<file path="config.mk">
export PLATFORM = sky130hd
export DESIGN_NAME = ext_bus
export DESIGN_NICKNAME = d
export VERILOG_FILES = /design/src/source/ext_bus_pkg.sv /design/src/source/ext_addr_decoder.sv /design/src/source/ext_master_demux.sv /design/src/source/ext_resp_timer.sv /design/src/source/ext_arbiter_fsm.sv /design/src/source/ext_xbar.sv /design/src/source/ext_bus.sv
export SDC_FILE = /design/constraint.sdc
export NUM_CORES = 1
export LEC_CHECK = 0
export ABC_AREA = 0
export BUFFER_PORTS_ARGS = -buffer_cell sky130_fd_sc_hd__buf_2
export CORE_AREA = 2 2 295 297
export DETAILED_ROUTE_END_ITERATION = 8
export DIE_AREA = 0 0 297 299
export GPL_TIMING_DRIVEN = 1
export PLACE_DENSITY = 0.34
export REMOVE_ABC_BUFFERS = 1
export SYNTH_ARGS = -nofsm -noshare
export SYNTH_HDL_FRONTEND = slang
export SYNTH_SLANG_ARGS = --single-unit
</file>
<file path="constraint.sdc">
create_clock -name clk_i -period 6 [get_ports clk_i]
set_input_delay 0.3 -clock clk_i [delete_from_list [all_inputs] [get_ports clk_i]]
set_output_delay 0.3 -clock clk_i [all_outputs]
set_load 0.01 [all_outputs]
</file>
<file path="src/source/ext_bus_pkg.sv">
// --------------------------------------------------------------------------
// External peripheral bus definitions
// Bus widths, the external address window seen by the external master
// and the read data returned when a slave never answers
// --------------------------------------------------------------------------

package ext_bus_pkg;

  // Bus widths
  localparam int unsigned ADDR_W = 32;
  localparam int unsigned DATA_W = 32;
  localparam int unsigned BE_W   = DATA_W / 8;

  // --------------------------------------------------------------------------
  // External window
  // --------------------------------------------------------------------------

  // Addresses matching this window go to the crossbar, all others
  // go back to the host slave port
  localparam logic [ADDR_W-1:0] EXT_WIN_BASE = 32'h8000_0000;
  localparam logic [ADDR_W-1:0] EXT_WIN_MASK = 32'hF000_0000;

  // Returned with err on a response timeout
  localparam logic [DATA_W-1:0] ERR_RDATA = 32'hBADCAB1E;

  // --------------------------------------------------------------------------
  // Helpers
  // --------------------------------------------------------------------------

  // Index width for a number of items, never below one bit
  function automatic int unsigned idx_width(input int unsigned num);
    int unsigned width;
    width = 1;
    if (num > 1) begin
      width = unsigned'($clog2(num));
    end
    return width;
  endfunction

endpackage

</file>
<file path="src/source/ext_addr_decoder.sv">
// --------------------------------------------------------------------------
// Address decoder
// Matches an address against base/mask rules and returns the lowest
// matching rule index, or the default index on a miss
// --------------------------------------------------------------------------

`timescale 1ns/1ps

module ext_addr_decoder #(
  parameter int unsigned NUM_RULES = 1,
  localparam int unsigned IDX_W = ext_bus_pkg::idx_width(NUM_RULES)
) (
  input  logic [ext_bus_pkg::ADDR_W-1:0]                addr_i,
  input  logic [NUM_RULES-1:0][ext_bus_pkg::ADDR_W-1:0] base_i,
  input  logic [NUM_RULES-1:0][ext_bus_pkg::ADDR_W-1:0] mask_i,
  input  logic [IDX_W-1:0]                              default_idx_i,
  output logic [IDX_W-1:0]                              idx_o,
  output logic                                          hit_o
);

  // Walk down so the lowest matching rule is the last one written
  always_comb begin
    idx_o = default_idx_i;
    hit_o = 1'b0;
    for (int i = NUM_RULES - 1; i >= 0; i--) begin
      if ((addr_i & mask_i[i]) == (base_i[i] & mask_i[i])) begin
        idx_o = IDX_W'(i);
        hit_o = 1'b1;
      end
    end
  end

endmodule

</file>
<file path="src/source/ext_master_demux.sv">
// --------------------------------------------------------------------------
// External master demux
// Sends requests inside the external window to the crossbar (port a)
// and all others to the host slave port (port b)
// --------------------------------------------------------------------------

`timescale 1ns/1ps

module ext_master_demux (
  input  logic                             clk_i,
  input  logic                             rst_ni,
  // Master side
  input  logic                             m_req_i,
  input  logic [ext_bus_pkg::ADDR_W-1:0]   m_addr_i,
  input  logic                             m_we_i,
  input  logic [ext_bus_pkg::BE_W-1:0]     m_be_i,
  input  logic [ext_bus_pkg::DATA_W-1:0]   m_wdata_i,
  output logic                             m_gnt_o,
  output logic                             m_rvalid_o,
  output logic [ext_bus_pkg::DATA_W-1:0]   m_rdata_o,
  output logic                             m_err_o,
  // Port a, towards the crossbar
  output logic                             a_req_o,
  output logic [ext_bus_pkg::ADDR_W-1:0]   a_addr_o,
  output logic                             a_we_o,
  output logic [ext_bus_pkg::BE_W-1:0]     a_be_o,
  output logic [ext_bus_pkg::DATA_W-1:0]   a_wdata_o,
  input  logic                             a_gnt_i,
  input  logic                             a_rvalid_i,
  input  logic [ext_bus_pkg::DATA_W-1:0]   a_rdata_i,
  input  logic                             a_err_i,
  // Port b, towards the host slave port
  output logic                             b_req_o,
  output logic [ext_bus_pkg::ADDR_W-1:0]   b_addr_o,
  output logic                             b_we_o,
  output logic [ext_bus_pkg::BE_W-1:0]     b_be_o,
  output logic [ext_bus_pkg::DATA_W-1:0]   b_wdata_o,
  input  logic                             b_gnt_i,
  input  logic                             b_rvalid_i,
  input  logic [ext_bus_pkg::DATA_W-1:0]   b_rdata_i
);

  import ext_bus_pkg::*;

  logic sel_b;
  logic resp_b_q;

  // Rule 0 is the external window, a miss defaults to port b
  ext_addr_decoder #(
    .NUM_RULES(1)
  ) u_decoder (
    .addr_i       (m_addr_i),
    .base_i       (EXT_WIN_BASE),
    .mask_i       (EXT_WIN_MASK),
    .default_idx_i(1'b1),
    .idx_o        (sel_b),
    .hit_o        ()
  );

  assign a_req_o   = m_req_i & ~sel_b;
  assign b_req_o   = m_req_i & sel_b;
  assign a_addr_o  = m_addr_i;
  assign a_we_o    = m_we_i;
  assign a_be_o    = m_be_i;
  assign a_wdata_o = m_wdata_i;
  assign b_addr_o  = m_addr_i;
  assign b_we_o    = m_we_i;
  assign b_be_o    = m_be_i;
  assign b_wdata_o = m_wdata_i;

  // Only a pending request sees the target's grant
  assign m_gnt_o = m_req_i & (sel_b ? b_gnt_i : a_gnt_i);

  // Remember which side owns the pending response
  always_ff @(posedge clk_i or negedge rst_ni) begin
    if (!rst_ni) begin
      resp_b_q <= 1'b0;
    end else if (m_req_i && m_gnt_o) begin
      resp_b_q <= sel_b;
    end
  end

  assign m_rvalid_o = resp_b_q ? b_rvalid_i : a_rvalid_i;
  assign m_rdata_o  = resp_b_q ? b_rdata_i : a_rdata_i;
  // The host slave port never reports errors
  assign m_err_o    = ~resp_b_q & a_err_i;

endmodule

</file>
<file path="src/source/ext_resp_timer.sv">
// --------------------------------------------------------------------------
// Response timer
// Counts the cycles spent waiting for a response and flags the cycle
// in which the wait reaches the timeout
// --------------------------------------------------------------------------

`timescale 1ns/1ps

module ext_resp_timer #(
  parameter int unsigned TIMEOUT_CYCLES = 8
) (
  input  logic clk_i,
  input  logic rst_ni,
  input  logic start_i,
  input  logic run_i,
  output logic expired_o
);

  import ext_bus_pkg::*;

  localparam int unsigned CNT_W = idx_width(TIMEOUT_CYCLES + 1);

  logic [CNT_W-1:0] cnt_q;

  // Loaded with one at the grant edge, so cycle k of the wait sees k
  always_ff @(posedge clk_i or negedge rst_ni) begin
    if (!rst_ni) begin
      cnt_q <= '0;
    end else if (start_i) begin
      cnt_q <= CNT_W'(1);
    end else if (run_i && (cnt_q != CNT_W'(TIMEOUT_CYCLES))) begin
      cnt_q <= cnt_q + 1'b1;
    end
  end

  assign expired_o = run_i && (cnt_q == CNT_W'(TIMEOUT_CYCLES));

endmodule

</file>
<file path="src/source/ext_arbiter_fsm.sv">
// --------------------------------------------------------------------------
// Round-robin arbiter FSM
// Grants one master at a time and holds the bus until its response
// arrives or the response timer expires
// --------------------------------------------------------------------------

`timescale 1ns/1ps

module ext_arbiter_fsm #(
  parameter int unsigned NUM_MASTERS = 2,
  localparam int unsigned IDX_W = ext_bus_pkg::idx_width(NUM_MASTERS)
) (
  input  logic                   clk_i,
  input  logic                   rst_ni,
  input  logic [NUM_MASTERS-1:0] req_i,
  input  logic                   slave_gnt_i,
  input  logic                   slave_rvalid_i,
  input  logic                   expired_i,
  output logic [IDX_W-1:0]       winner_o,
  output logic                   sel_valid_o,
  output logic                   granted_o,
  output logic                   waiting_o,
  output logic                   timeout_resp_o
);

  typedef enum logic {
    IDLE,
    WAIT
  } state_e;

  state_e           state_q;
  logic [IDX_W-1:0] rr_q;
  logic [IDX_W-1:0] winner_q;
  logic [IDX_W-1:0] pick_idx;

  // First requester at or after the pointer, lowest offset wins
  always_comb begin
    pick_idx = '0;
    for (int k = NUM_MASTERS - 1; k >= 0; k--) begin
      if (req_i[(int'(rr_q) + k) % NUM_MASTERS]) begin
        pick_idx = IDX_W'((int'(rr_q) + k) % NUM_MASTERS);
      end
    end
  end

  assign sel_valid_o    = (state_q == IDLE) && (|req_i);
  assign granted_o      = sel_valid_o && slave_gnt_i;
  assign waiting_o      = (state_q == WAIT);
  assign winner_o       = waiting_o ? winner_q : pick_idx;
  // A real response in the last cycle still wins over the timeout
  assign timeout_resp_o = waiting_o && expired_i && !slave_rvalid_i;

  always_ff @(posedge clk_i or negedge rst_ni) begin
    if (!rst_ni) begin
      state_q  <= IDLE;
      rr_q     <= '0;
      winner_q <= '0;
    end else begin
      case (state_q)
        IDLE: begin
          if (granted_o) begin
            state_q  <= WAIT;
            winner_q <= pick_idx;
            rr_q     <= (pick_idx == IDX_W'(NUM_MASTERS - 1)) ? '0 : pick_idx + 1'b1;
          end
        end
        WAIT: begin
          if (slave_rvalid_i || expired_i) begin
            state_q <= IDLE;
          end
        end
        default: state_q <= IDLE;
      endcase
    end
  end

endmodule

</file>
<file path="src/source/ext_xbar.sv">
// --------------------------------------------------------------------------
// Shared-path crossbar
// One transaction at a time from many masters to many slaves, with an
// address map given at run time and an error response on timeout
// --------------------------------------------------------------------------

`timescale 1ns/1ps

module ext_xbar #(
  parameter int unsigned NUM_MASTERS    = 3,
  parameter int unsigned NUM_SLAVES     = 2,
  parameter int unsigned TIMEOUT_CYCLES = 8,
  localparam int unsigned MST_W = ext_bus_pkg::idx_width(NUM_MASTERS),
  localparam int unsigned SLV_W = ext_bus_pkg::idx_width(NUM_SLAVES)
) (
  input  logic                                            clk_i,
  input  logic                                            rst_ni,
  // Address map
  input  logic [NUM_SLAVES-1:0][ext_bus_pkg::ADDR_W-1:0]  slave_base_i,
  input  logic [NUM_SLAVES-1:0][ext_bus_pkg::ADDR_W-1:0]  slave_mask_i,
  input  logic [SLV_W-1:0]                                default_idx_i,
  // Master ports
  input  logic [NUM_MASTERS-1:0]                          master_req_i,
  input  logic [NUM_MASTERS-1:0][ext_bus_pkg::ADDR_W-1:0] master_addr_i,
  input  logic [NUM_MASTERS-1:0]                          master_we_i,
  input  logic [NUM_MASTERS-1:0][ext_bus_pkg::BE_W-1:0]   master_be_i,
  input  logic [NUM_MASTERS-1:0][ext_bus_pkg::DATA_W-1:0] master_wdata_i,
  output logic [NUM_MASTERS-1:0]                          master_gnt_o,
  output logic [NUM_MASTERS-1:0]                          master_rvalid_o,
  output logic [NUM_MASTERS-1:0][ext_bus_pkg::DATA_W-1:0] master_rdata_o,
  output logic [NUM_MASTERS-1:0]                          master_err_o,
  // Slave ports
  output logic [NUM_SLAVES-1:0]                           slave_req_o,
  output logic [NUM_SLAVES-1:0][ext_bus_pkg::ADDR_W-1:0]  slave_addr_o,
  output logic [NUM_SLAVES-1:0]                           slave_we_o,
  output logic [NUM_SLAVES-1:0][ext_bus_pkg::BE_W-1:0]    slave_be_o,
  output logic [NUM_SLAVES-1:0][ext_bus_pkg::DATA_W-1:0]  slave_wdata_o,
  input  logic [NUM_SLAVES-1:0]                           slave_gnt_i,
  input  logic [NUM_SLAVES-1:0]                           slave_rvalid_i,
  input  logic [NUM_SLAVES-1:0][ext_bus_pkg::DATA_W-1:0]  slave_rdata_i,
  input  logic [NUM_SLAVES-1:0]                           slave_err_i
);

  import ext_bus_pkg::*;

  logic [MST_W-1:0]  winner;
  logic [SLV_W-1:0]  dec_idx;
  logic [SLV_W-1:0]  slv_q;
  logic              sel_valid;
  logic              sel_gnt;
  logic              granted;
  logic              waiting;
  logic              expired;
  logic              timeout_resp;
  logic              rsp_rvalid;
  logic              resp_valid;
  logic [DATA_W-1:0] resp_rdata;
  logic              resp_err;

  ext_addr_decoder #(
    .NUM_RULES(NUM_SLAVES)
  ) u_decoder (
    .addr_i       (master_addr_i[winner]),
    .base_i       (slave_base_i),
    .mask_i       (slave_mask_i),
    .default_idx_i(default_idx_i),
    .idx_o        (dec_idx),
    .hit_o        ()
  );

  ext_arbiter_fsm #(
    .NUM_MASTERS(NUM_MASTERS)
  ) u_arbiter (
    .clk_i         (clk_i),
    .rst_ni        (rst_ni),
    .req_i         (master_req_i),
    .slave_gnt_i   (sel_gnt),
    .slave_rvalid_i(rsp_rvalid),
    .expired_i     (expired),
    .winner_o      (winner),
    .sel_valid_o   (sel_valid),
    .granted_o     (granted),
    .waiting_o     (waiting),
    .timeout_resp_o(timeout_resp)
  );

  ext_resp_timer #(
    .TIMEOUT_CYCLES(TIMEOUT_CYCLES)
  ) u_timer (
    .clk_i    (clk_i),
    .rst_ni   (rst_ni),
    .start_i  (granted),
    .run_i    (waiting),
    .expired_o(expired)
  );

  assign sel_gnt = sel_valid & slave_gnt_i[dec_idx];

  // Slave owning the pending response
  always_ff @(posedge clk_i or negedge rst_ni) begin
    if (!rst_ni) begin
      slv_q <= '0;
    end else if (granted) begin
      slv_q <= dec_idx;
    end
  end

  // ------------------------------------------------------------------------
  // Request path
  // ------------------------------------------------------------------------

  for (genvar s = 0; s < NUM_SLAVES; s++) begin : gen_slave
    assign slave_req_o[s]   = sel_valid && (dec_idx == SLV_W'(s));
    assign slave_addr_o[s]  = master_addr_i[winner];
    assign slave_we_o[s]    = master_we_i[winner];
    assign slave_be_o[s]    = master_be_i[winner];
    assign slave_wdata_o[s] = master_wdata_i[winner];
  end

  // ------------------------------------------------------------------------
  // Response path
  // ------------------------------------------------------------------------

  // Late answers outside WAIT are dropped here
  assign rsp_rvalid = waiting & slave_rvalid_i[slv_q];
  assign resp_valid = rsp_rvalid | timeout_resp;
  assign resp_rdata = timeout_resp ? ERR_RDATA : slave_rdata_i[slv_q];
  assign resp_err   = timeout_resp | slave_err_i[slv_q];

  for (genvar m = 0; m < NUM_MASTERS; m++) begin : gen_master
    assign master_gnt_o[m]    = sel_gnt && (winner == MST_W'(m));
    assign master_rvalid_o[m] = resp_valid && (winner == MST_W'(m));
    assign master_rdata_o[m]  = resp_rdata;
    assign master_err_o[m]    = master_rvalid_o[m] & resp_err;
  end

endmodule

</file>
<file path="src/source/ext_bus.sv">
// --------------------------------------------------------------------------
// External peripheral bus
// Host masters and the demuxed external master share one crossbar to
// the external slaves
// --------------------------------------------------------------------------

`timescale 1ns/1ps

module ext_bus #(
  parameter int unsigned NUM_HOST       = 2,
  parameter int unsigned NUM_SLAVES     = 2,
  parameter int unsigned TIMEOUT_CYCLES = 8,
  localparam int unsigned SLV_W = ext_bus_pkg::idx_width(NUM_SLAVES)
) (
  input  logic                                           clk_i,
  input  logic                                           rst_ni,
  // Address map
  input  logic [NUM_SLAVES-1:0][ext_bus_pkg::ADDR_W-1:0] slave_base_i,
  input  logic [NUM_SLAVES-1:0][ext_bus_pkg::ADDR_W-1:0] slave_mask_i,
  input  logic [SLV_W-1:0]                               default_idx_i,
  // Host masters
  input  logic [NUM_HOST-1:0]                            host_req_i,
  input  logic [NUM_HOST-1:0][ext_bus_pkg::ADDR_W-1:0]   host_addr_i,
  input  logic [NUM_HOST-1:0]                            host_we_i,
  input  logic [NUM_HOST-1:0][ext_bus_pkg::BE_W-1:0]     host_be_i,
  input  logic [NUM_HOST-1:0][ext_bus_pkg::DATA_W-1:0]   host_wdata_i,
  output logic [NUM_HOST-1:0]                            host_gnt_o,
  output logic [NUM_HOST-1:0]                            host_rvalid_o,
  output logic [NUM_HOST-1:0][ext_bus_pkg::DATA_W-1:0]   host_rdata_o,
  output logic [NUM_HOST-1:0]                            host_err_o,
  // External master
  input  logic                                           ext_m_req_i,
  input  logic [ext_bus_pkg::ADDR_W-1:0]                 ext_m_addr_i,
  input  logic                                           ext_m_we_i,
  input  logic [ext_bus_pkg::BE_W-1:0]                   ext_m_be_i,
  input  logic [ext_bus_pkg::DATA_W-1:0]                 ext_m_wdata_i,
  output logic                                           ext_m_gnt_o,
  output logic                                           ext_m_rvalid_o,
  output logic [ext_bus_pkg::DATA_W-1:0]                 ext_m_rdata_o,
  output logic                                           ext_m_err_o,
  // Host slave port
  output logic                                           heep_slave_req_o,
  output logic [ext_bus_pkg::ADDR_W-1:0]                 heep_slave_addr_o,
  output logic                                           heep_slave_we_o,
  output logic [ext_bus_pkg::BE_W-1:0]                   heep_slave_be_o,
  output logic [ext_bus_pkg::DATA_W-1:0]                 heep_slave_wdata_o,
  input  logic                                           heep_slave_gnt_i,
  input  logic                                           heep_slave_rvalid_i,
  input  logic [ext_bus_pkg::DATA_W-1:0]                 heep_slave_rdata_i,
  // External slaves
  output logic [NUM_SLAVES-1:0]                          ext_slave_req_o,
  output logic [NUM_SLAVES-1:0][ext_bus_pkg::ADDR_W-1:0] ext_slave_addr_o,
  output logic [NUM_SLAVES-1:0]                          ext_slave_we_o,
  output logic [NUM_SLAVES-1:0][ext_bus_pkg::BE_W-1:0]   ext_slave_be_o,
  output logic [NUM_SLAVES-1:0][ext_bus_pkg::DATA_W-1:0] ext_slave_wdata_o,
  input  logic [NUM_SLAVES-1:0]                          ext_slave_gnt_i,
  input  logic [NUM_SLAVES-1:0]                          ext_slave_rvalid_i,
  input  logic [NUM_SLAVES-1:0][ext_bus_pkg::DATA_W-1:0] ext_slave_rdata_i,
  input  logic [NUM_SLAVES-1:0]                          ext_slave_err_i
);

  import ext_bus_pkg::*;

  // Demux port a, i.e. the last crossbar master
  logic              dmx_req;
  logic [ADDR_W-1:0] dmx_addr;
  logic              dmx_we;
  logic [BE_W-1:0]   dmx_be;
  logic [DATA_W-1:0] dmx_wdata;

  // Crossbar master side, hosts first
  logic [NUM_HOST:0]             mst_gnt;
  logic [NUM_HOST:0]             mst_rvalid;
  logic [NUM_HOST:0][DATA_W-1:0] mst_rdata;
  logic [NUM_HOST:0]             mst_err;

  ext_master_demux u_demux (
    .clk_i     (clk_i),
    .rst_ni    (rst_ni),
    .m_req_i   (ext_m_req_i),
    .m_addr_i  (ext_m_addr_i),
    .m_we_i    (ext_m_we_i),
    .m_be_i    (ext_m_be_i),
    .m_wdata_i (ext_m_wdata_i),
    .m_gnt_o   (ext_m_gnt_o),
    .m_rvalid_o(ext_m_rvalid_o),
    .m_rdata_o (ext_m_rdata_o),
    .m_err_o   (ext_m_err_o),
    .a_req_o   (dmx_req),
    .a_addr_o  (dmx_addr),
    .a_we_o    (dmx_we),
    .a_be_o    (dmx_be),
    .a_wdata_o (dmx_wdata),
    .a_gnt_i   (mst_gnt[NUM_HOST]),
    .a_rvalid_i(mst_rvalid[NUM_HOST]),
    .a_rdata_i (mst_rdata[NUM_HOST]),
    .a_err_i   (mst_err[NUM_HOST]),
    .b_req_o   (heep_slave_req_o),
    .b_addr_o  (heep_slave_addr_o),
    .b_we_o    (heep_slave_we_o),
    .b_be_o    (heep_slave_be_o),
    .b_wdata_o (heep_slave_wdata_o),
    .b_gnt_i   (heep_slave_gnt_i),
    .b_rvalid_i(heep_slave_rvalid_i),
    .b_rdata_i (heep_slave_rdata_i)
  );

  ext_xbar #(
    .NUM_MASTERS   (NUM_HOST + 1),
    .NUM_SLAVES    (NUM_SLAVES),
    .TIMEOUT_CYCLES(TIMEOUT_CYCLES)
  ) u_xbar (
    .clk_i          (clk_i),
    .rst_ni         (rst_ni),
    .slave_base_i   (slave_base_i),
    .slave_mask_i   (slave_mask_i),
    .default_idx_i  (default_idx_i),
    .master_req_i   ({dmx_req, host_req_i}),
    .master_addr_i  ({dmx_addr, host_addr_i}),
    .master_we_i    ({dmx_we, host_we_i}),
    .master_be_i    ({dmx_be, host_be_i}),
    .master_wdata_i ({dmx_wdata, host_wdata_i}),
    .master_gnt_o   (mst_gnt),
    .master_rvalid_o(mst_rvalid),
    .master_rdata_o (mst_rdata),
    .master_err_o   (mst_err),
    .slave_req_o    (ext_slave_req_o),
    .slave_addr_o   (ext_slave_addr_o),
    .slave_we_o     (ext_slave_we_o),
    .slave_be_o     (ext_slave_be_o),
    .slave_wdata_o  (ext_slave_wdata_o),
    .slave_gnt_i    (ext_slave_gnt_i),
    .slave_rvalid_i (ext_slave_rvalid_i),
    .slave_rdata_i  (ext_slave_rdata_i),
    .slave_err_i    (ext_slave_err_i)
  );

  assign host_gnt_o    = mst_gnt[NUM_HOST-1:0];
  assign host_rvalid_o = mst_rvalid[NUM_HOST-1:0];
  assign host_rdata_o  = mst_rdata[NUM_HOST-1:0];
  assign host_err_o    = mst_err[NUM_HOST-1:0];

endmodule

</file>
# Yosys cells after proc, flatten, opt, wreduce, memory -nomap -nowiden
# Index checks and enable logic that the tools add are counted.
[totals]
out_inout_bits = 315
input_bits = 445
ff_bits = 11
elab_cells = 105
[op_classes]
div_mod_pow = 3
order_cmp = 6
n_eq_ne = 8
muxes = 39
add_sub_neg = 4
bitwise_logic = 18
reduce_logical = 21
[ops]
columns = ["cell", "n"]
rows = [
  ["$mux 32", 6],
  ["$and 32x32->32", 4],
  ["$bmux 32 s2", 2],
  ["$lt 32x3->1 const B", 3],
  ["$eq 32x32->1", 2],
  ["$mod 32x2->32 const B", 2],
  ["$mod 2x2->32 const B", 1],
  ["$mux 1", 17],
  ["$logic_and 1x1->1", 15],
  ["$mux 4", 3],
  ["$mux 2", 5],
  ["$and 1x1->1", 9],
  ["$bmux 1 s2", 4],
  ["$bmux 4 s2", 1],
  ["$eq 4x4->1 const B", 2],
  ["$add 4x1->4 const B", 1],
  ["$eq 2x2->1 const B", 2],
  ["$lt 1x2->1 const B", 2],
  ["$ne 4x4->1 const B", 1],
  ["$add 2x1->3 const B", 1],
  ["$add 2x2->3 const B", 1],
  ["$lt 2x3->1 const B", 1],
  ["$not 1->1", 3],
  ["$reduce_or 3->1", 1],
  ["9 further kinds", 10],
]

# Longest topological paths before layout
# Gate-level depths: netlist (run 1).
[logic_depth]
ltp_word = 21
ltp_mapped = 17
depth_no_buf = 14

# Modules after synthesis
# Synthesis (run 1) repeated with hierarchy kept, for this count alone.
[hier_totals]
hier_cells = 875
area_unflattened_um2 = 6836.6
[modules_own_cells]
columns = ["mod", "cells_each", "seq_area_each_um2", "area_per_inst_um2", "instances"]
rows = [
  ["ext_xbar", 463, 25.0, 3206.8, 1],
  ["ext_master_demux", 186, 25.0, 1666.6, 1],
  ["ext_addr_decoder at u_xbar.u_decoder", 108, 0.0, 892.1, 1],
  ["ext_addr_decoder at u_demux.u_decoder", 54, 0.0, 442.9, 1],
  ["ext_arbiter_fsm", 40, 125.1, 392.9, 1],
  ["ext_resp_timer", 24, 100.1, 235.2, 1],
]

# Worst setup path after synthesis (run 1)
# Ideal clock, no wire load.
[synth_path]
path_kind = "reg-to-output"
start = "reg u_xbar.u_arbiter.rr_q[0]"
end = "out host_gnt_o[0]"
path_stages_with_launch = 17
n_path_buf = 3
slack_ns = 1.604
t_required_ns = 5.700
arrival_time_ns = 4.096
cell_sequence = "dfrtp_1 > ha_1 > or3b_1 > o311a_1 > a22o_1 > buf_4 > nor2_4 > buf_2 > a22oi_2 > xnor2_1 > a2111oi_0 > nand4_1 > nor4_1 > o22a_2 > mux2_4 > buf_6 > nor2_1"
[synth_between]
elab_chain_len = 18
elab_cells_between_ends = 28
cone_classes = "add/sub: 2; div: 3; eq/ne: 2; mux: 16; bitwise: 3; reduce/logical: 2"
[synth_rtl]
columns = ["item", "line_no", "text"]
rows = [
  ["start: declaration", "ext_arbiter_fsm.sv:32", "logic [IDX_W-1:0] rr_q;"],
  ["start signal: assignment", "ext_arbiter_fsm.sv:64", "rr_q <= (pick_idx == IDX_W'(NUM_MASTERS - 1)) ? '0 : pick_idx + 1'b1;"],
  ["$add 2x2->3", "ext_arbiter_fsm.sv:40, ext_arbiter_fsm.sv:41", ""],
  ["$mod 32x2->32", "ext_arbiter_fsm.sv:40, ext_arbiter_fsm.sv:41", ""],
  ["$bmux 1 s2", "ext_arbiter_fsm.sv:40", "if (req_i[(int'(rr_q) + k) % NUM_MASTERS]) begin"],
  ["$mux 1 (implied by the code)", "ext_arbiter_fsm.sv:40", ""],
  ["$mux 2 (2 in series)", "ext_arbiter_fsm.sv:40", ""],
  ["$mux 2 (*)", "ext_arbiter_fsm.sv:40", ""],
  ["$mux 2 (*)", "ext_arbiter_fsm.sv:49", "assign winner_o = waiting_o ? winner_q : pick_idx;"],
  ["$bmux 32 s2", "ext_xbar.sv:63", ".addr_i (master_addr_i[winner]),"],
  ["$mux 32 (implied by the code)", "ext_xbar.sv:63", ""],
  ["$and 32x32->32", "ext_addr_decoder.sv:26", "if ((addr_i & mask_i[i]) == (base_i[i] & mask_i[i])) begin"],
  ["$eq 32x32->1", "ext_addr_decoder.sv:26", ""],
  ["$mux 1 (2 in series)", "ext_addr_decoder.sv:26", ""],
  ["$mux 1 (implied by the code) (2 in series)", "ext_xbar.sv:97", "assign sel_gnt = sel_valid & slave_gnt_i[dec_idx];"],
  ["$and 1x1->1", "ext_xbar.sv:97", ""],
  ["$logic_and 1x1->1 (*)", "ext_xbar.sv:131", "assign master_gnt_o[m] = sel_gnt && (winner == MST_W'(m));"],
  ["end: declaration", "ext_bus.sv:27", "output logic [NUM_HOST-1:0] host_gnt_o,"],
]
# Mark *: on every way between the ends. The rest lies on a longest branch, timed or not. The select of a mux whose other input is x is not followed.

# Worst setup path in the final report (run 1)
[layout_path]
start = "reg u_xbar.u_arbiter.rr_q[0]"
end = "out host_gnt_o[1]"
# Same word-level chain as after synthesis.

==> results of run 1 <==
[worst paths after layout]
check	endpoint	slack, ns	depth (start not counted)
setup / recovery	host_gnt_o[1]	0.43	17
hold / removal	u_xbar.slv_q	0.28	2
setup reg to reg	u_xbar.u_arbiter.winner_q[1]	1.10	16
hold reg to reg	u_xbar.u_timer.cnt_q[1]	0.57	2
max in group asynchronous	u_xbar.slv_q	5.21	2
min in group asynchronous	u_xbar.u_arbiter.winner_q[0]	0.54	2
[layout make-up]
class / instances / area, um^2 / area share [%]
Tap cell: 1155 / 1450 / 14.5
Clock buffer: 4 / 78.8 / 0.791
Sequential cell: 11 / 278 / 2.79
Timing Repair Buffer: 802 / 4150 / 41.6
Multi-Input combinational cell: 521 / 3910 / 39.2
Antenna cell: 8 / 20.0 / 0.201
Inverter: 24 / 90.1 / 0.904
[cell families (layout without fill, tap and decap cells)]
logic type               Yosys count  in the layout  synth area share [%]
adder cells (fa/ha/maj)            4              4                 0.878
flip-flops                        11             11                  4.83
buffers and inverters            233            830                  27.3
XOR/XNOR                          54             54                  8.30
AO/OA/AOI/OAI                    139            139                  19.6
multiplexers                     124            124                  23.1
other                              0              8                     0
AND/OR/NAND/NOR                  200            200                  16.0
[flip-flops by register name (all words and copies together) (netlist names)]
signal and count:
u_xbar.u_timer.cnt_q 4, u_xbar.u_arbiter.rr_q 2, u_xbar.u_arbiter.winner_q 2, u_demux.resp_b_q 1, u_xbar.slv_q 1, u_xbar.u_arbiter.waiting_o 1
[cells in the final DEF (no fill, tap or decap), types with 12 or more instances in the layout]
cell      count
buf_2       759
nor3_1       21
buf_4        40
nand2_1      99
nand2b_1     12
mux2i_1      87
xor2_1       27
a22oi_1      24
mux2_2       22
nor2_1       28
nand3_1      13
o31ai_1      13
inv_1        23
xnor2_1      27
o21ai_0      43
[worst max-delay path, cell delays in order (launching register included)]
cell       delay, ns
dfrtp_1         0.34
inv_1           0.06
ha_1            0.36
nor3b_1         0.16
o311a_1         0.40
a22oi_4         0.48
buf_4           0.31
o21ai_0         0.11
a2bb2oi_1       0.31
mux2i_1         0.14
a2111oi_1       0.41
buf_4           0.22
nand4_1         0.11
nor4_1          0.35
o22a_2          0.39
mux2_4          0.41
nor2_1          0.24
buf_2           0.18
[where the power goes]
part | switching [mW] | internal, mW | total [mW]
Combinational | 2.03 | 1.30 | 3.33
Clock | 0.0395 | 0.0899 | 0.129
Sequential | 0.0287 | 0.104 | 0.133
[per-stage QoR]
| stage | setup slack [ns] | power (mW) | cell area (um^2) | std cells |
|---|---|---|---|---|
| after floorplan | 0.251 | 1.77 | 4230 | 556 |
| after global placement | 0.0504 | 3.56 | 9800 | 2509 |
| after detailed placement | 0.138 | 3.54 | 9800 | 2509 |
| after CTS | 0.0124 | 3.70 | 9940 | 2517 |
| after global routing | 0.0498 | 3.89 | 9960 | 2521 |
| final | 0.428 | 3.59 | 9970 | 2525 |
[routing by layer]
| metal | vias up | share of wire (%) | wire, um | track usage, % |
|---|---|---|---|---|
| met4 | 22 | 2.0 | 1070 | 1.60 |
| li1 | 3722 | - | - | - |
| met1 | 3628 | 41 | 21800 | 13.4 |
| met3 | 83 | 6.5 | 3430 | 2.56 |
| met5 | - | 0.26 | 136 | 0 |
| met2 | 487 | 50 | 26200 | 20.3 |
[what timing repair did]
item / 4_1_cts / 5_1_grt
setup endpoints to repair: 1 / 3
hold buffers: 1 / 0
hold endpoints to repair: 11 / 0
cloned: 0 / 0
setup buffers: 3 / 0
gates resized for setup: 2 / 2
pin swaps: 1 / 0
==> impl_results.md, run 1 <==
- Hold/Removal Path Class: input port to flip-flop
- Vias in the first global route: about 8,000
- Setup Skew: 0.000797 ns
- Worst-path maximum fanout: 12
- Crit path kind: flip-flop to output port
- Number of max-cap violations: 0
- Final Hold Viols: 0
- Dominant cell type by area after synthesis: buf_4
- Antenna Nets Post-Route: 0
- Total Neg Setup Slack: 0 ns
- Reg2reg start: u_xbar.u_arbiter.rr_q[0]
- Yosys top cell area share: 22.6%
- First-pass GRT wire length: just under 70 mm
- Vias: roughly 7,900
- Post-synth top cells: buf_4 (172), nand2_1 (100), mux2i_1 (87)
- Die width: between 200 and 300 um
- First DRT Iteration DRCs: 379
- Worst Max-Slew Pin Slew: around 1.2 ns
- Synthesis warning total: 0
- Buffers from clock root to sink, at most: 2
- Share of cells above drive strength 1: between 60% and 70%
- CP startpoint kind: flip-flop
- TritonCTS buffer count: 3
- Clock root buffer: clkbuf_16
- Crit path from: u_xbar.u_arbiter.rr_q[0]
- Pwr dens: ~360 nW/um^2
- RSZ-0062 raised after global routing: no
- Area growth, synth to finish: 74.8%
- Die footprint: 88,800 um^2
- Max-slew violations: 0
- Setup-failing EPs final: 0
- Standard-cell rows: about 110
- Worst-skew pair later-pin latency: between 0.2 and 0.3 ns
- Gate Count Post-Synth: about 770
- Synth area leaders: buf_4 (23%), mux2i_1 (15%), nand2_1 (6.6%), dfrtp_1 (4.8%), mux2_2 (4.3%)
- 1st-pass router iterations: 4
- Post-synth EDFFs: 0
- Largest net degree at the start of global routing: 38
- Mean Syn Cell Area: approximately 7.5 um^2
- Global router's overall resource usage: between 10% and 20%
- Die Y-Extent: ~300 um
- DR WL/cell: ~21 um
- Peak supply drop: roughly 0.00018 V
- Post-synth cell types: 57
- Nets@finish: 1,812
- Seq/Total Area, Yosys: 4.83%
- Dominant synthesized flop cell: dfrtp_1
- Hold_sp: ext_slave_gnt_i[0]
- Initial Util: 6.63%
- # port buffers: ~760
- Util after Layout: 11.6%
- DRC: 0
- Req. time, crit path: about 5.7 ns
- Drt via density: between 3 and 4
- Fillers: approximately 10,000
- Initial antenna violation count: 34
- H-Tree Level Count: 1
- GPL Wtd Cong: about 0.83
- Clock Pin Slew Worst Setup and Hold Paths: roughly 0.050 ns
- Detailed placer's ending HPWL: 48.8 mm
- Worst Setup End Kind: output port
- Status: finished, final reports clean
- Number of I/O pins: 760
- CTS sink cnt: 11
- Leak: roughly 5.2 nW
- Worst path arrival time: 5.27 ns
- Final period utilization: between 90% and 100%
- Drt total wl: 52.7 mm
- Mapped cell area: ~5700 um^2
- Count leader, synth: buf_4
- Slew margin rel.: between 20% and 30%
- Share of async-settable or async-resettable flops after synthesis: 100%
- Total gr overflow: 0
- Placeable Area: 85,900 um^2
- TritonCTS clock tree: done
- FMAX: about 180 MHz
- Yosys reg bits: 11
- Fin crit period: 5.57 ns
- WHS: approximately 0.28 ns
(Power assumes the default switching activity.)
==> inputs of run 2 (changes only) <==
--- a/config.mk
+++ b/config.mk
@@ -8,6 +8,7 @@
 export ABC_AREA = 0
 export BUFFER_PORTS_ARGS = -buffer_cell sky130_fd_sc_hd__buf_2
 export CORE_AREA = 2 2 295 297
+export CTS_CLUSTER_DIAMETER = 100
 export DETAILED_ROUTE_END_ITERATION = 8
 export DIE_AREA = 0 0 297 299
 export GPL_TIMING_DRIVEN = 1
==> constraint.sdc (replaced) <==
create_clock -name clk_i -period 6 [get_ports clk_i]
set_input_delay 1.2 -clock clk_i [delete_from_list [all_inputs] [get_ports clk_i]]
set_output_delay 1.2 -clock clk_i [all_outputs]
set_load 0.01 [all_outputs]
==> impl_results.md, run 2 (synthesized netlist as in run 1, its figures left out) <==
- 1st-pass router iterations: 5
- Fin crit period: approximately 6.3 ns
- RSZ-0062 raised after global routing: yes
- Setup-failing EPs final: 5
- Worst Max-Slew Pin Slew: 0.993 ns
- TritonCTS clock tree: done
- Share of cells above drive strength 1: 68.0%
- Max reg flops: 4
- Final period utilization: 105%
- Initial antenna violation count: 33
- # port buffers: about 760
- Crit path kind: input port to output port
- Buffers from clock root to sink, at most: 2
- Setup WS post-layout: -0.281 ns
- Detailed placer's ending HPWL: roughly 49 mm
- Total power: approximately 4.2 mW
- Initial Util: under 10%
- Worst path max stage delay: 0.57 ns
- Worst Path Buf+Inv: 8
- Die width: approximately 300 um
- CP dominant cell by count: buf_12
- Vias in the first global route: 8,160
- Clock Pin Slew Worst Setup and Hold Paths: 0.05 ns
- FMAX: about 160 MHz
- First-pass GRT wire length: 70.1 mm
- Global router's overall resource usage: 11.3%
- Worst Setup End Kind: output port
- CTS sink cnt: 11
- Total gr overflow: 0
- Commonest non-fill, non-tap cell in the layout: buf_2
- Final Hold Viols: 0
- Hold/Removal Path Class: flip-flop to flip-flop
- Slew margin rel.: between 30% and 40%
- Number of max-cap violations: 0
- Req. time, crit path: about 4.8 ns
- Violated checks: setup timing
- Dpl cell area: between 10,000 and 15,000 um^2
- Leak: between 5 and 6 nW
- Nets@finish: between 1,500 and 2,000
- Vias: slightly above 8,000
- Fillers: just over 10,000
- Antenna Nets Post-Route: 0
- Worst path arrival time: 5.08 ns
- Largest net degree at the start of global routing: 50
- Die Y-Extent: between 200 and 300 um
- Worst-skew pair later-pin latency: between 0.2 and 0.25 ns
- Worst-path maximum fanout: 5
- Drt via density: around 3.2
- Standard-cell rows: 108
- Die footprint: between 80,000 and 90,000 um^2
- TritonCTS buffer count: 3
- Pwr dens: ~380 nW/um^2
- First DRT Iteration DRCs: roughly 350
- WHS: between 0.5 and 0.6 ns
- CP startpoint kind: input port
- Clock root buffer: clkbuf_16
- DR WL/cell: 20.6 um
- Placeable Area: 85,900 um^2
- Max-slew violations: 0
- Worst-path cell chain: buf_12, nor4b_4, buf_4, a31oi_4, a22o_4, buf_12, nor2_4, buf_12, buf_6, buf_8, a22oi_4, xnor2_2, a22oi_2, nand4_1, or4_4, o22a_4, buf_6, mux2i_4, or2_1, buf_2
- Util after Layout: around 13%
- Commonest cells after routing, fill and taps aside: buf_2 (752), buf_4 (101), nand2_1 (100)
- Biggest regs: u_xbar.u_timer.cnt_q: 4 flops, u_xbar.u_arbiter.rr_q: 2 flops, u_xbar.u_arbiter.winner_q: 2 flops
- Crit path max-delay cell type: or4_4
- Peak supply drop: 0.000181 V
- Number of I/O pins: 760
- DRC: 0
- GPL Wtd Cong: 0.855
- Status: finished with violations
- Most flop-heavy register: u_xbar.u_timer.cnt_q
- H-Tree Level Count: 1
- Post-route cell area: 11,100 um^2
- Drt total wl: about 54 mm
- Setup Skew: ~0.0055 ns
- Area growth, synth to finish: 93.9%
- Crit path max-delay family: simple AND/OR/NAND/NOR gates
## run 2: cell types whose count changed in the layout (fill, tap and decap cells not counted), sizes merged
cell	delta
buf	+78
clkinv	+1
diode	+4
dlygate4sd3	-1
clkbuf	-1
## run 2: per-stage QoR
stage | cells | setup slack (ns) | TNS, ns
3_3_place_gp | 2573 | -1.23 | -4.26
4_1_cts | 2591 | -0.344 | -1.07
3_5_place_dp | 2573 | -1.11 | -3.75
6_report | 2606 | -0.281 | -0.990
5_1_grt | 2603 | -0.418 | -1.67
2_1_floorplan | 556 | -1.34 | -8.00
## run 2: report_power, final
| part | internal [mW] | switching, mW |
|---|---|---|
| Sequential | 0.104 | 0.0348 |
| Combinational | 1.75 | 2.20 |
| Clock | 0.0884 | 0.0352 |
## run 2: area by class of cell
type / count / area, um^2 / share of cell area, %
timing repair buffer: 879 / 4940 / 44.7
tap: 1155 / 1450 / 13.1
multi-input combinational: 521 / 4190 / 37.9
clock buffer: 3 / 75.1 / 0.679
clock inverter: 1 / 5.00 / 0.0453
inverter: 24 / 90.1 / 0.815
antenna: 12 / 30.0 / 0.272
sequential: 11 / 278 / 2.51
## run 2: repair_timing
item | in CTS | in global routing
endpoints found under the hold margin | 0 | 0
cloned | 2 | 0
pin swaps | 23 | 25
buffers inserted | 12 | 4
hold buffers | 0 | 0
resized for setup | 46 | 30
endpoints found under the setup margin | 5 | 5
## run 2: tightest hold or removal path, stage by stage (launching register included)
cell	delay, ns
dfrtp_1	0.40
nand2_1	0.07
a21boi_1	0.05
## run 2: final timing paths
check	start	endpoint	slack, ns	depth (start not counted)
worst max register to register	u_xbar.u_arbiter.rr_q[0]	u_xbar.u_arbiter.winner_q[1]	1.27	20
worst max-delay path	ext_m_addr_i[29]	ext_m_gnt_o	-0.28	20
min in group asynchronous	rst_ni	u_xbar.u_arbiter.rr_q[0]	0.83	1
max in group asynchronous	rst_ni	u_xbar.slv_q	4.92	1
worst min-delay path	u_xbar.u_timer.cnt_q[1]	u_xbar.u_timer.cnt_q[1]	0.56	2
worst min register to register	u_xbar.u_timer.cnt_q[1]	u_xbar.u_timer.cnt_q[1]	0.56	2
## run 2: routing by layer
| metal | track usage, % | vias up | part of all wire (%) |
|---|---|---|---|
| li1 | - | 3881 | - |
| met5 | 0 | - | 0.11 |
| met2 | 20.2 | 480 | 49 |
| met4 | 2.30 | 10 | 2.4 |
| met1 | 14.2 | 3796 | 43 |
| met3 | 1.95 | 74 | 5.5 |
==> inputs of run 3 (changes only) <==
--- a/config.mk
+++ b/config.mk
@@ -7,10 +7,10 @@
 export LEC_CHECK = 0
 export ABC_AREA = 0
 export BUFFER_PORTS_ARGS = -buffer_cell sky130_fd_sc_hd__buf_2
-export CORE_AREA = 2 2 295 297
+export CORE_AREA = 2 2 296 298
 export CTS_CLUSTER_DIAMETER = 100
 export DETAILED_ROUTE_END_ITERATION = 8
-export DIE_AREA = 0 0 297 299
+export DIE_AREA = 0 0 298 300
 export GPL_TIMING_DRIVEN = 1
 export PLACE_DENSITY = 0.34
 export REMOVE_ABC_BUFFERS = 1
==> impl_results.md, run 3 (synthesized netlist as in run 1, its figures left out) <==
- Final Hold Viols: 0
- Worst Setup End Kind: output port
- Largest net degree at the start of global routing: 50
- Total gr overflow: 0
- Setup WS post-layout: -0.0540 ns
- Hold Path Stages: 2
- Most flop-heavy register: u_xbar.u_timer.cnt_q
- Share of cells above drive strength 1: about 68%
- Detailed placer's ending HPWL: ~48 mm
- TritonCTS clock tree: done
- Number of I/O pins: 760
- Area taken by multi-input logic gates: about 4200 um^2
- Peak supply drop: 0.000246 V
- Die footprint: about 89,000 um^2
- First DRT Iteration DRCs: 382
- Number of max-cap violations: 0
- Violated checks: setup timing
- DR WL/cell: approximately 21 um
- Setup-failing EPs final: 2
- Setup Skew: between 0.0009 and 0.001 ns
- Drt total wl: about 54 mm
- Drt via density: ~3.2
- WHS Endpoint: u_xbar.u_arbiter.rr_q[1]
- Reg2reg start: u_xbar.u_arbiter.rr_q[0]
- DRC: 0
- Worst Max-Slew Pin Slew: 0.844 ns
- Final period utilization: 101%
- Initial antenna violation count: 33
- Switch share: a little over half
- Pwr dens: slightly below 400 nW/um^2
- Fin crit period: a little over 6 ns
- Global router's overall resource usage: approximately 11%
- Worst R2R Setup Slack: 1.44 ns
- Slew margin rel.: a little over two fifths
- Worst-path maximum fanout: 6
- Crit path kind: input port to output port
- CTS sink cnt: 11
- H-Tree Level Count: 1
- Place WS: -0.470 ns
- Fillers: around 10,000
- Sequential Area: between 200 and 300 um^2
- Antenna Nets Post-Route: 0
- Area growth, synth to finish: 96.0%
- Worst-skew pair later-pin latency: approximately 0.24 ns
- CP startpoint kind: input port
- RSZ-0062 raised after global routing: yes
- FMAX: roughly 170 MHz
- Worst path arrival time: between 4 and 5 ns
- Placeable Area: roughly 86,000 um^2
- Initial Util: ~6.6%
- Biggest regs: u_xbar.u_timer.cnt_q: 4 flops, u_xbar.u_arbiter.rr_q: 2 flops, u_xbar.u_arbiter.winner_q: 2 flops
- Clock Pin Slew Worst Setup and Hold Paths: 0.04 ns
- Clock root buffer: clkbuf_16
- First-pass GRT wire length: 69.9 mm
- TritonCTS buffer count: 3
- Hold/Removal Path Class: flip-flop to flip-flop
- Leak: slightly below 6 nW
- # port buffers: ~760
- Commonest cells after routing, fill and taps aside: buf_2 (754), buf_4 (117), nand2_1 (99)
- Standard-cell rows: 108
- Vias: 8,348
- Buffers from clock root to sink, at most: 2
- Max-slew violations: 0
- Util after Layout: between 10 and 15%
- Req. time, crit path: 4.80 ns
- Die Y-Extent: around 300 um
- Commonest non-fill, non-tap cell in the layout: buf_2
- NetSw: 2.32 mW
- Hold_sp: u_xbar.u_arbiter.rr_q[1]
- Vias in the first global route: 8,433
- GPL Wtd Cong: roughly 0.85
- 1st-pass router iterations: 5
- Nets@finish: 1,911
- Max reg flops: 4
- Worst reg-to-reg path cell count: 18
- Worst r2r dst: u_xbar.u_arbiter.winner_q[1]
- Gate power share: between 90% and 100%
- Die width: 298 um
- Sequential power share: ~3.2%
- Power Internal: 1.99 mW
- Clock share of power: under 10%
- Status: finished with violations
run 3: layout make-up:
class / instances / area share, %
tap: 1155 / 12.9
multi-input combinational: 522 / 37.2
sequential: 11 / 2.49
clock buffer: 4 / 0.705
inverter: 24 / 0.806
antenna: 8 / 0.179
timing repair buffer: 900 / 45.7
run 3: power groups by stage:
stage | sequential, mW | clock, mW | combinational [mW]
finish | 0.140 | 0.121 | 4.05
global route | 0.146 | 0.135 | 4.39
CTS | 0.142 | 0.124 | 4.00
detailed placement | 0.137 | 0 | 3.80
global placement | 0.139 | 0 | 3.82
floorplan | 0.178 | 0 | 1.59
run 3: critical path, cell delays in order:
cell	delay [ns]
buf_6	0.10
nor4b_4	0.37
a31oi_4	0.20
a22o_4	0.35
buf_8	0.15
mux2_4	0.29
a22oi_2	0.20
xnor2_2	0.10
a2111oi_2	0.36
buf_4	0.17
nand4_1	0.14
nor4_2	0.34
o22a_4	0.26
mux2_4	0.34
nor2_1	0.11
buf_2	0.14
run 3: timing repair:
item,in CTS,in global routing
buffers inserted,13,19
hold buffers,0,0
gates resized for setup,27,39
setup endpoints to repair,5,5
cloned,1,2
pin swaps,9,21
run 3: worst max path at each step:
| stage | cells past startpoint | endpoint | start |
|---|---|---|---|
| global placement | 16 | host_gnt_o[1] | ext_m_addr_i[30] |
| CTS | 16 | host_gnt_o[0] | ext_m_addr_i[30] |
| global route | 16 | host_gnt_o[0] | ext_m_addr_i[30] |
| floorplan | 12 | host_gnt_o[0] | ext_m_addr_i[30] |
| detailed placement | 16 | host_gnt_o[0] | ext_m_addr_i[31] |
| finish | 16 | host_gnt_o[1] | ext_m_addr_i[30] |
run 3: through the flow:
step | instances | power, mW | hold slack (ns) | setup TNS, ns | cell area, um^2
finish | 2624 | 4.31 | 0.567 | -0.0992 | 11200
global route | 2621 | 4.67 | 0.600 | -0.948 | 11200
CTS | 2595 | 4.27 | 0.570 | -0.455 | 10800
detailed placement | 2577 | 3.93 | 0.561 | -1.85 | 10400
global placement | 2577 | 3.96 | 0.560 | -1.54 | 10400
floorplan | 556 | 1.77 | 0.525 | -8.00 | 4230
run 3: routing by layer:
layer / GRT usage [%] / vias to the layer above / part of all wire, % / wire (um)
met5: 0 / - / 0.17 / 93
met4: 1.94 / 14 / 2.1 / 1130
met2: 20.6 / 503 / 50 / 27100
met1: 13.6 / 3837 / 41 / 22400
li1: - / 3921 / - / -
met3: 2.04 / 73 / 6.6 / 3600
